===== config.mk =====
export PLATFORM = sky130hd
export DESIGN_NAME = sdram_self_test_top
export DESIGN_NICKNAME = d
export VERILOG_FILES = /design/src/hw/sdram_test_pkg.sv /design/src/hw/mem_self_test.sv /design/src/hw/sdram_self_test_top.sv /design/src/hw/uart_tx.sv /design/src/hw/wb_burst_master.sv
export SDC_FILE = /design/constraint.sdc
export NUM_CORES = 1
export LEC_CHECK = 0
export ABC_AREA = 0
export BUFFER_PORTS_ARGS = -buffer_cell sky130_fd_sc_hd__buf_2
export CAP_MARGIN = 25
export CORE_MARGIN = 1
export CORE_UTILIZATION = 34
export DETAILED_ROUTE_END_ITERATION = 6
export PLACE_DENSITY = 0.58
export SYNTH_ARGS = -nofsm -noshare
export SYNTH_HDL_FRONTEND = slang
export SYNTH_SLANG_ARGS = --single-unit
export TNS_END_PERCENT = 5

===== constraint.sdc =====
create_clock -name clk_133MHz_210 -period 2.75 [get_ports clk_133MHz_210]
set_input_delay 0.4125 -clock clk_133MHz_210 [delete_from_list [all_inputs] [get_ports clk_133MHz_210]]
set_output_delay 0.4125 -clock clk_133MHz_210 [all_outputs]
set_load 0.02 [all_outputs]

===== src/hw/sdram_test_pkg.sv =====
package sdram_test_pkg;

    ////////////////////////////////////////////////////////////
    // Memory geometry.
    ////////////////////////////////////////////////////////////

    // Bank 2 + row 13 + column 9.
    localparam int ADDR_W = 24;
    localparam int DATA_W = 16;          // One SDRAM word.

    localparam int BURST_LEN   = 4;      // Words per burst.
    localparam int BURST_IDX_W = 2;      // Word index inside a burst.

    ////////////////////////////////////////////////////////////
    // Serial report.
    ////////////////////////////////////////////////////////////

    localparam int BYTE_W = 8;

    // Start bit, eight data bits LSB first, two stop bits.
    localparam int UART_FRAME_BITS = 11;

    // 133.33 MHz / 115200 baud.
    localparam int BAUD_DIV_DEFAULT = 1157;

    ////////////////////////////////////////////////////////////
    // Test pacing and coverage.
    ////////////////////////////////////////////////////////////

    localparam int GAP_CYCLES_DEFAULT = 2222222;   // Pause between bursts.

    // One 480 x 800 frame.
    localparam int REGION_WORDS_DEFAULT = 384000;

    localparam int CNT_W = 32;           // Baud and gap counters.

    // Sent in place of the data byte on a compare failure.
    localparam logic [BYTE_W-1:0] ERR_BYTE = 8'hEE;

endpackage


===== src/hw/mem_self_test.sv =====
`timescale 1ns/1ps

module mem_self_test
    import sdram_test_pkg::*;
#(
    parameter int GAP_CYCLES   = GAP_CYCLES_DEFAULT,
    parameter int REGION_WORDS = REGION_WORDS_DEFAULT
) (
    input  logic                   clk_133MHz_210,
    input  logic                   rst_n,

    // Burst request to the bus master.
    output logic                   start,
    output logic                   write,
    output logic [ADDR_W-1:0]      base_adr,
    output logic [DATA_W-1:0]      wr_value,
    output logic [BURST_IDX_W-1:0] rd_idx,
    input  logic [DATA_W-1:0]      rd_word,
    input  logic                   burst_done,

    // Byte request to the UART.
    output logic                   send,
    output logic [BYTE_W-1:0]      tx_byte,
    input  logic                   busy,

    // Status.
    output logic                   err_led,
    output logic                   done
);

    localparam logic [ADDR_W:0] REGION_END = (ADDR_W + 1)'(REGION_WORDS);

    typedef enum logic [2:0] {
        S_WRITE,      // First write after reset.
        S_WR_WAIT,
        S_RD_WAIT,
        S_REPORT,     // Compare and send bytes.
        S_GAP,
        S_ERR_WAIT,   // Error byte on the line.
        S_HALT,
        S_DONE
    } state_t;

    state_t                 state;
    logic [BURST_IDX_W:0]   byte_cnt;    // Word index and low-byte flag.
    logic [CNT_W-1:0]       gap_cnt;

    logic [ADDR_W:0]        next_adr;    // One bit wider for the region check.
    logic                   last_burst;
    logic                   word_ok;
    logic                   low_byte;
    logic                   tx_free;     // UART can take a byte.

    assign next_adr   = {1'b0, base_adr} + (ADDR_W + 1)'(BURST_LEN);
    assign last_burst = next_adr >= REGION_END;
    assign word_ok    = rd_word == wr_value;
    assign low_byte   = byte_cnt[0];
    assign rd_idx     = byte_cnt[BURST_IDX_W:1];
    assign tx_free    = !busy && !send;                    // Busy lags send by one cycle.

    ////////////////////////////////////////////////////////////
    // Test sequencer.
    ////////////////////////////////////////////////////////////

    always_ff @(posedge clk_133MHz_210 or negedge rst_n) begin
        if (!rst_n) begin
            state    <= S_WRITE;
            start    <= 1'b0;
            write    <= 1'b0;
            base_adr <= '0;
            wr_value <= '0;
            send     <= 1'b0;
            byte_cnt <= '0;
            gap_cnt  <= '0;
            err_led  <= 1'b0;
            done     <= 1'b0;
        end else begin
            start <= 1'b0;                                 // Pulses by default.
            send  <= 1'b0;
            case (state)
                S_WRITE: begin
                    start <= 1'b1;
                    write <= 1'b1;
                    state <= S_WR_WAIT;
                end
                S_WR_WAIT: begin
                    if (burst_done) begin
                        start <= 1'b1;                     // Read the same burst back.
                        write <= 1'b0;
                        state <= S_RD_WAIT;
                    end
                end
                S_RD_WAIT: begin
                    if (burst_done) begin
                        byte_cnt <= '0;
                        state    <= S_REPORT;
                    end
                end
                S_REPORT: begin
                    // Wait for the previous frame to finish.
                    if (tx_free) begin
                        send <= 1'b1;
                        if (!word_ok) begin
                            state <= S_ERR_WAIT;           // Report and stop.
                        end else if (byte_cnt == '1) begin
                            gap_cnt <= '0;
                            state   <= S_GAP;              // Eighth byte out.
                        end else begin
                            byte_cnt <= byte_cnt + 1'b1;
                        end
                    end
                end
                S_GAP: begin
                    // Gap counts from the end of the last frame.
                    if (!tx_free) begin
                        gap_cnt <= '0;
                    end else if (last_burst) begin
                        done  <= 1'b1;
                        state <= S_DONE;
                    end else if (gap_cnt == CNT_W'(GAP_CYCLES - 1)) begin
                        base_adr <= next_adr[ADDR_W-1:0];  // Next four words.
                        wr_value <= wr_value + 1'b1;
                        start    <= 1'b1;
                        write    <= 1'b1;
                        state    <= S_WR_WAIT;
                    end else begin
                        gap_cnt <= gap_cnt + 1'b1;
                    end
                end
                S_ERR_WAIT: begin
                    if (tx_free) begin
                        err_led <= 1'b1;
                        state   <= S_HALT;
                    end
                end
                S_HALT: state <= S_HALT;                   // Wait for reset.
                S_DONE: state <= S_DONE;
                default: state <= S_HALT;
            endcase
        end
    end

    // Byte to send. High byte first, error code on mismatch.
    always_ff @(posedge clk_133MHz_210) begin
        if (state == S_REPORT && tx_free) begin
            if (!word_ok) begin
                tx_byte <= ERR_BYTE;
            end else if (low_byte) begin
                tx_byte <= rd_word[BYTE_W-1:0];
            end else begin
                tx_byte <= rd_word[DATA_W-1:BYTE_W];
            end
        end
    end

endmodule


===== src/hw/sdram_self_test_top.sv =====
`timescale 1ns/1ps

module sdram_self_test_top
    import sdram_test_pkg::*;
#(
    parameter int BAUD_DIV     = BAUD_DIV_DEFAULT,
    parameter int GAP_CYCLES   = GAP_CYCLES_DEFAULT,
    parameter int REGION_WORDS = REGION_WORDS_DEFAULT
) (
    input  logic              clk_133MHz_210,
    input  logic              rst_n,

    // Wishbone to the SDRAM controller.
    output logic              wb_cyc,
    output logic              wb_stb,
    output logic              wb_we,
    output logic [ADDR_W-1:0] wb_adr,
    output logic [DATA_W-1:0] wb_dat_w,
    input  logic [DATA_W-1:0] wb_dat_r,
    input  logic              wb_ack,

    output logic              uart_txd,
    output logic              err_led,   // Compare failure.
    output logic              done       // Whole region passed.
);

    ////////////////////////////////////////////////////////////
    // Sequencer to master and UART.
    ////////////////////////////////////////////////////////////

    logic                   start;
    logic                   write;
    logic [ADDR_W-1:0]      base_adr;
    logic [DATA_W-1:0]      wr_value;
    logic [BURST_IDX_W-1:0] rd_idx;
    logic [DATA_W-1:0]      rd_word;
    logic                   burst_done;
    logic                   send;
    logic [BYTE_W-1:0]      tx_byte;
    logic                   busy;

    mem_self_test #(
        .GAP_CYCLES   (GAP_CYCLES),
        .REGION_WORDS (REGION_WORDS)
    ) i_mem_self_test (
        .clk_133MHz_210 (clk_133MHz_210),
        .rst_n          (rst_n),
        .start          (start),
        .write          (write),
        .base_adr       (base_adr),
        .wr_value       (wr_value),
        .rd_idx         (rd_idx),
        .rd_word        (rd_word),
        .burst_done     (burst_done),
        .send           (send),
        .tx_byte        (tx_byte),
        .busy           (busy),
        .err_led        (err_led),
        .done           (done)
    );

    wb_burst_master i_wb_burst_master (
        .clk_133MHz_210 (clk_133MHz_210),
        .rst_n          (rst_n),
        .start          (start),
        .write          (write),
        .base_adr       (base_adr),
        .wr_value       (wr_value),
        .rd_idx         (rd_idx),
        .rd_word        (rd_word),
        .burst_done     (burst_done),
        .wb_cyc         (wb_cyc),
        .wb_stb         (wb_stb),
        .wb_we          (wb_we),
        .wb_adr         (wb_adr),
        .wb_dat_w       (wb_dat_w),
        .wb_dat_r       (wb_dat_r),
        .wb_ack         (wb_ack)
    );

    uart_tx #(
        .BAUD_DIV (BAUD_DIV)
    ) i_uart_tx (
        .clk_133MHz_210 (clk_133MHz_210),
        .rst_n          (rst_n),
        .send           (send),
        .tx_byte        (tx_byte),
        .busy           (busy),
        .uart_txd       (uart_txd)
    );

endmodule


===== src/hw/uart_tx.sv =====
`timescale 1ns/1ps

module uart_tx
    import sdram_test_pkg::*;
#(
    parameter int BAUD_DIV = BAUD_DIV_DEFAULT   // Clock cycles per bit.
) (
    input  logic              clk_133MHz_210,
    input  logic              rst_n,
    input  logic              send,
    input  logic [BYTE_W-1:0] tx_byte,
    output logic              busy,
    output logic              uart_txd
);

    localparam int BIT_CNT_W = $clog2(UART_FRAME_BITS);

    logic [UART_FRAME_BITS-1:0] frame;      // Bit 0 is on the line.
    logic [CNT_W-1:0]           baud_cnt;   // Position inside one bit.
    logic [BIT_CNT_W-1:0]       bit_cnt;    // Bit being sent.

    logic                       baud_end;
    logic                       last_bit;

    assign baud_end = baud_cnt == CNT_W'(BAUD_DIV - 1);
    assign last_bit = bit_cnt == BIT_CNT_W'(UART_FRAME_BITS - 1);

    ////////////////////////////////////////////////////////////
    // Frame timing.
    ////////////////////////////////////////////////////////////

    always_ff @(posedge clk_133MHz_210 or negedge rst_n) begin
        if (!rst_n) begin
            busy     <= 1'b0;
            baud_cnt <= '0;
            bit_cnt  <= '0;
        end else if (!busy) begin
            if (send) begin
                busy     <= 1'b1;                   // Frame starts next cycle.
                baud_cnt <= '0;
                bit_cnt  <= '0;
            end
        end else if (baud_end) begin
            baud_cnt <= '0;
            if (last_bit) begin
                busy <= 1'b0;                       // Second stop bit done.
            end else begin
                bit_cnt <= bit_cnt + 1'b1;
            end
        end else begin
            baud_cnt <= baud_cnt + 1'b1;
        end
    end

    // Shift register. Stop bits high, data LSB first, start bit low.
    always_ff @(posedge clk_133MHz_210) begin
        if (send && !busy) begin
            frame <= {2'b11, tx_byte, 1'b0};
        end else if (busy && baud_end) begin
            frame <= {1'b1, frame[UART_FRAME_BITS-1:1]};
        end
    end

    assign uart_txd = busy ? frame[0] : 1'b1;       // Idle high.

endmodule


===== src/hw/wb_burst_master.sv =====
`timescale 1ns/1ps

module wb_burst_master
    import sdram_test_pkg::*;
(
    input  logic                   clk_133MHz_210,
    input  logic                   rst_n,

    // Burst request from the sequencer.
    input  logic                   start,
    input  logic                   write,
    input  logic [ADDR_W-1:0]      base_adr,
    input  logic [DATA_W-1:0]      wr_value,
    input  logic [BURST_IDX_W-1:0] rd_idx,
    output logic [DATA_W-1:0]      rd_word,
    output logic                   burst_done,

    // Wishbone classic master.
    output logic                   wb_cyc,
    output logic                   wb_stb,
    output logic                   wb_we,
    output logic [ADDR_W-1:0]      wb_adr,
    output logic [DATA_W-1:0]      wb_dat_w,
    input  logic [DATA_W-1:0]      wb_dat_r,
    input  logic                   wb_ack
);

    logic [BURST_IDX_W-1:0] word_cnt;   // Word in flight.
    logic                   we_q;       // Direction of the current burst.
    logic [ADDR_W-1:0]      adr_q;      // Burst base address.
    logic [DATA_W-1:0]      value_q;    // Same value for all four words.

    // Read-back words, indexed by position in the burst.
    logic [DATA_W-1:0]      rd_buf [BURST_LEN];

    logic                   word_ack;
    logic                   last_word;

    assign word_ack  = wb_stb & wb_ack;                        // One word completes.
    assign last_word = word_cnt == BURST_IDX_W'(BURST_LEN - 1);

    ////////////////////////////////////////////////////////////
    // Bus cycle control.
    ////////////////////////////////////////////////////////////

    always_ff @(posedge clk_133MHz_210 or negedge rst_n) begin
        if (!rst_n) begin
            wb_cyc     <= 1'b0;
            wb_stb     <= 1'b0;
            we_q       <= 1'b0;
            word_cnt   <= '0;
            burst_done <= 1'b0;
        end else begin
            burst_done <= 1'b0;                                // Pulse only.
            if (start && !wb_cyc) begin
                // Bus goes active on the next cycle.
                wb_cyc   <= 1'b1;
                wb_stb   <= 1'b1;
                we_q     <= write;
                word_cnt <= '0;
            end else if (wb_cyc) begin
                if (word_ack) begin
                    wb_stb <= 1'b0;                            // Drop stb after each ack.
                    if (last_word) begin
                        wb_cyc     <= 1'b0;                    // Burst finished.
                        we_q       <= 1'b0;
                        burst_done <= 1'b1;
                    end else begin
                        word_cnt <= word_cnt + 1'b1;
                    end
                end else if (!wb_stb) begin
                    wb_stb <= 1'b1;                            // Next word after the gap.
                end
            end
        end
    end

    ////////////////////////////////////////////////////////////
    // Request capture and read-back buffer.
    ////////////////////////////////////////////////////////////

    always_ff @(posedge clk_133MHz_210) begin
        if (start && !wb_cyc) begin
            adr_q   <= base_adr;
            value_q <= wr_value;
        end
        // Sample read data in the ack cycle.
        if (word_ack && !we_q) begin
            rd_buf[word_cnt] <= wb_dat_r;
        end
    end

    assign wb_we    = we_q;
    assign wb_adr   = adr_q + ADDR_W'(word_cnt);               // base .. base+3.
    assign wb_dat_w = value_q;

    assign rd_word  = rd_buf[rd_idx];                          // Sequencer picks a word.

endmodule


======== Yosys cells after proc, flatten, opt, wreduce, memory -nomap -nowiden ========
Memories as Yosys holds them, arrays and structs flattened.
Index checks and enable logic that the tools add are counted.
operators by class
  $add $sub $neg .......................... 8
  $lt $le $gt $ge ......................... 1
  eq/ne operators ......................... 30
  muxes and demuxes ....................... 70
  bitwise gates (word level) .............. 2
  reduce and logical (&&, ||, !) cells .... 29
operators with widths
  kind                   count
  $mux 32                9
  $add 32x1->32 const B  2
  $pmux 32 s2            1
  $mux 3                 13
  $eq 32x11->1 const B   1
  $eq 32x22->1 const B   1
  $mux 1                 32
  $add 24x3->25 const B  1
  $ge 25x19->1 const B   1
  $add 24x2->24          1
  $pmux 3 s8             1
  $mux 9                 2
  $add 16x1->16 const B  1
  $eq 16x16->1           1
  $mux 4                 4
  $ne 2x1->1 const B     8
  $eq 3x3->1 const B     5
  $reduce_bool 2->1      7
  $reduce_and 3->1       4
  $ne 2x2->1 const B     5
  $reduce_and 5->1       2
  $ne 3x3->1 const B     3
  $mux 2                 4
  $mux 8                 1
  other kinds (20)       30
word-level totals
  flip-flop bits (word level) ............. 183
  memory bits (writable) .................. 64
  output and inout bits ................... 46
  logic and storage cells ................. 164
  memories ................................ 1
memory list
  memory                    words  width  read ports  clocked after Yosys merged registers in  write ports  line                   RTL
  i_wb_burst_master.rd_buf  4      16     1           0                                        1            wb_burst_master.sv:34  logic [DATA_W-1:0] rd_buf [BURST_LEN];

======== Depth between registers and ports, before layout ========
  word-level depth ........................ 5
  mapped depth ............................ 12
  gate-level depth less buffers ........... 10

======== Cells and area by module ========
Synthesis repeated with hierarchy kept, for this count alone.
second synthesis, totals
  cells, all modules ...................... 1054
  area total of the unflattened synthesis .. 12251.8 sq um
by module, submodules not included
  module           instances  cells an instance  area each (sq um)
  mem_self_test    1          549                5156.2
  wb_burst_master  1          229                4384.2
  uart_tx          1          276                2711.4

======== Least setup slack after synthesis ========
OpenSTA, ideal clock, no wires.
  path kind ............................... register -> register
  from .................................... reg i_mem_self_test.byte_cnt[1]
  to ...................................... reg i_mem_self_test.gap_cnt[14]
  setup time .............................. 127 ps
  arrival time ............................ 2770 ps
  required time ........................... 2623 ps
  slack ................................... -147 ps
  stages on the path, launching flop included .. 13
  buffers on the path ..................... 4
  clock period less this slack ............ 2897 ps
  cell sequence ........................... dfrtp_1 -> buf_6 -> buf_12 -> mux4_1 -> xnor2_1 -> nand4_1 -> nor4_4 -> nand2_4 -> a221o_1 -> buf_6 -> buf_12 -> o21ai_2 -> o31ai_1
on the way
  word-level cells in the longest chain between the ends .. 4
  elaborated cells on any way between the ends .. 6
  classes of those cells .................. 4 x eq/ne; 1 x reduce/logical; 1 x memory
RTL lines
  element                                line                  RTL
  from (decl)                            mem_self_test.sv:45   logic [BURST_IDX_W:0] byte_cnt;
  from (signal assigned)                 mem_self_test.sv:109  byte_cnt <= byte_cnt + 1'b1;
  $mem_v2 4x16                           -
  $eq 16x16->1                           mem_self_test.sv:56   assign word_ok = rd_word == wr_value;
  $ne 2x1->1 (no source line)            -
  $reduce_and 6->1 (no source line) (*)  -
  to (signal assigned)                   mem_self_test.sv:127  gap_cnt <= gap_cnt + 1'b1;
  to (decl)                              mem_self_test.sv:46   logic [CNT_W-1:0] gap_cnt;
Mark *: on every way between the ends. The rest lies on a longest branch, timed or not.
A chain may end at the register's enable or synchronous reset.

======== Worst setup path after layout ========
  from .................................... reg i_mem_self_test.byte_cnt[1]
  to ...................................... reg i_mem_self_test.gap_cnt[24]
The elaborated chain is that of the path after synthesis.

==> impl_metrics.ini <==
[status]
status = finished with violations
violations = setup timing

[placed_design]
dpl_cell_area_um2 = 12900
io_buffers = 64
dp_slack_ns = -0.705
hpwl_um = 16900
dp_cells = 1518
gp_congestion = 0.838

[floorplan]
boundaryPins = 65
rows = 66
die_area_um2 = 33900
core_um2 = 32500
die_w_um = 184
fp.dieH_um = 184
initial_core_util_pct = 34.6

[synthesis]
synth_ff_type = dfrtp_1
synthesis.nets = 972
synth_enable_flop_cells = 118
syn-instance-count = 939
yosys.area_share.simple_pct = 15.6
syn-cell-area_um2 = 11300
synth_compound_area_share_pct = 11.4
synth_cell_types = 70
synth-xor-area-share_pct = 4.51
synthAdderAreaFrac_pct = 1.56
synth_top_family_by_area = simple AND/OR/NAND/NOR gates
synth_mux_area_share_pct = 4.80
ys_ff_latch = 243
yosys_warnings = 0
ys_seq_area_share_pct = 59.2
async_flop_share_pct = 51.0
avgSynthCellArea_um2 = 12.0

[critical_path]
crit_path_start_kind = flop
critPathCaptureType = flop
cp.arrival_ns = 3.39
r2r-start = i_mem_self_test.byte_cnt[1]
r2r_end = i_mem_self_test.gap_cnt[24]
critPathMaxFanout = 19
cp_data_required_time_ns = 3.16
reg2reg_slack_ns = -0.23
path_class = reg2reg
reg2reg_depth = 12

[route]
wl_um = 25000
num_vias = 8010
met3_length_um = 1100
final_antenna_net_count = 0
dr.pass1.iters = 5
wl_met1_um = 12100
met2_length_um = 11300
drc = 0
routed.top_layer = met4
drt_iter0_markers = 507
vias_per_cell = 5.10
post_drt_wl_per_cell_um = 15.9

[flow_run]
drv_cap = 0

[power_and_ir_drop]
leakagePower_nw = 5.40
power.density_nw_per_um2 = 661
max-vdd-ir-drop_v = 0.000488

[global_route]
grt_max_degree = 56
track_usage_pct = 15.0
grt_pass1_wl_um = 41100
grt_pass1_vias = 7827
antenna_found_initial = 0
grt_remaining_overflow = 0

[final_layout]
fin_cells = 1571
final_cell_mix = dfrtp_1, edfxtp_1, buf_4, nand2_1, buf_2
multi_input_area_um2 = 4380
seq_area_um2 = 6670
final_common_cell = dfrtp_1
area_growth_pct = 23.4
num-fill-cells = 3082
nNetsFinal = 1143
drive_gt1_share_pct = 24.7
design_area_um2 = 13900
n_antenna_cell = 0

[sta]
slew_headroom_pct = 61.9
rsz0062_at_grt = true
fin_crit_sh_pct = 108
fin_crit_ns = 2.98
maxSlewViolCount = 0
hold_viol_final = 0
timing.final.ws_setup_ns = -0.232
max_freq_ghz = 0.335
fin_skew_ns = 0.00915
tightest_slew_ns = 0.571
final-setup-viol-count = 19

[clocking]
cts-root-buf = clkbuf_16
cts-htree-levels = 1
clkTransAtPathRegs_ns = 0.06
cts_made_buffers = 27
cts_tree = built
ctsLongestPathBuffers = 3
clock_sinks = 243
clk-insertion-delay-late_ns = 0.53

[hold_path]
hold_end = i_wb_burst_master.rd_buf[0][10]
hold_path.class = in2reg
min_from = wb_dat_r[10]
whs_path_depth = 1
==> logic make-up after synthesis <==
| group | after synthesis |
|---|---|
| fa+ha+maj | 14 |
| buf+inv | 66 |
| flops | 243 |
| compound gates | 202 |
| simple gates | 324 |
| xor+xnor | 58 |
| mux | 32 |
==> state kept, by name, summed over array words and instances (netlist names) <==
signal / count
i_wb_burst_master.word_cnt: 2
i_mem_self_test.state: 3
i_uart_tx.bit_cnt: 4
i_mem_self_test.done: 1
i_wb_burst_master.burst_done: 1
i_uart_tx.baud_cnt: 32
i_mem_self_test.write: 1
i_uart_tx.frame: 9
i_mem_self_test.err_led: 1
i_mem_self_test.start: 1
i_uart_tx.busy: 1
i_wb_burst_master.wb_stb: 1
i_mem_self_test.byte_cnt: 3
i_mem_self_test.gap_cnt: 32
i_mem_self_test.wr_value: 16
i_mem_self_test.send: 1
i_mem_self_test.tx_byte: 8
i_wb_burst_master.wb_we: 1
i_wb_burst_master.rd_buf: 64
i_wb_burst_master.wb_dat_w: 16
i_wb_burst_master.adr_q: 22
i_mem_self_test.base_adr: 22
i_wb_burst_master.wb_cyc: 1
==> cell type report <==
class | instances | area share (%)
Timing Repair Buffer | 188 | 9.83
Multi-Input combinational cell | 630 | 31.5
Tap cell | 442 | 3.98
Inverter | 20 | 0.540
Clock inverter | 12 | 1.13
Sequential cell | 243 | 48.0
Clock buffer | 36 | 5.10
==> timing repair <==
action,4_1_cts,5_1_grt
endpoints found under the hold margin,47,0
buffers inserted,4,0
setup endpoints to repair,47,65
resized for setup,29,26
pin swaps,2,7
hold buffers,1,0
==> through the flow <==
stage / power [mW] / TNS [ns] / utilization [%] / hold WS, ns
finish: 9.20 / -3.28 / 42.7 / 0.0989
global route: 9.63 / -6.54 / 42.7 / 0.0829
CTS: 9.28 / -3.14 / 42.5 / 0.0852
detailed placement: 5.66 / -14.87 / 39.6 / 0.398
global placement: 5.65 / -12.61 / 39.6 / 0.401
floorplan: 5.18 / -1.24 / - / 0.117
==> routing by layer <==
metal,track usage [%],vias to the layer above
met4,3.70,0
met3,2.22,32
met1,21.5,3933
li1,-,3886
met5,0,-
met2,23.7,159
==> critical path: stages, from the launching register on <==
cell,delay (ns)
dfrtp_2,0.42
buf_12,0.16
buf_6,0.10
mux4_2,0.55
xnor2_2,0.15
nand4_1,0.13
nor4_4,0.36
nand2_4,0.10
buf_6,0.15
a221o_1,0.34
buf_12,0.18
o21ai_0,0.15
o21ai_1,0.08
==> how the worst max path moves through the flow <==
stage | start | to | depth (start not counted)
finish | i_mem_self_test.byte_cnt[1] | i_mem_self_test.gap_cnt[24] | 12
global route | i_mem_self_test.byte_cnt[1] | i_mem_self_test.gap_cnt[16] | 11
CTS | i_mem_self_test.byte_cnt[1] | i_mem_self_test.gap_cnt[4] | 11
detailed placement | i_mem_self_test.byte_cnt[1] | i_mem_self_test.gap_cnt[17] | 9
global placement | i_mem_self_test.byte_cnt[1] | i_mem_self_test.gap_cnt[17] | 9
floorplan | i_mem_self_test.byte_cnt[1] | i_mem_self_test.gap_cnt[14] | 11
==> synth_stat cells (3+ instances only) <==
cell | n | area, um2
and3_1 | 26 | 163
mux2_2 | 3 | 33.8
mux4_1 | 11 | 289
a21oi_1 | 27 | 135
and4_1 | 11 | 96.3
dfrtp_1 | 124 | 3100
xnor2_1 | 48 | 420
buf_2 | 10 | 50.1
a21o_1 | 5 | 37.5
o31ai_1 | 18 | 135
a41oi_1 | 4 | 35.0
nand2b_1 | 10 | 62.6
xor2_1 | 10 | 87.6
clkbuf_1 | 27 | 101
o21a_1 | 6 | 45.0
and2_1 | 11 | 68.8
o21ai_0 | 72 | 360
o21ai_2 | 3 | 26.3
a211oi_1 | 3 | 22.5
mux2i_1 | 15 | 150
clkbuf_8 | 3 | 41.3
nand4b_1 | 7 | 61.3
nand2_1 | 70 | 263
nor3_1 | 16 | 80.1
nand3_1 | 42 | 210
edfxtp_1 | 118 | 3540
o41ai_1 | 4 | 35.0
o21ai_1 | 4 | 20.0
nor4b_1 | 4 | 35.0
o22ai_1 | 5 | 31.3
nand4_1 | 35 | 219
nor4_1 | 13 | 81.3
a31oi_1 | 25 | 156
mux4_2 | 3 | 67.6
nor2_1 | 55 | 206
nor2b_1 | 8 | 50.1
a22o_1 | 9 | 78.8
inv_1 | 20 | 75.1
ha_1 | 14 | 175
==> power breakdown <==
| group | internal [mW] | switching (mW) |
|---|---|---|
| clock network | 2.17 | 1.40 |
| registers | 4.15 | 0.217 |
| logic | 0.479 | 0.784 |
Power figures use the tool's default switching activity.
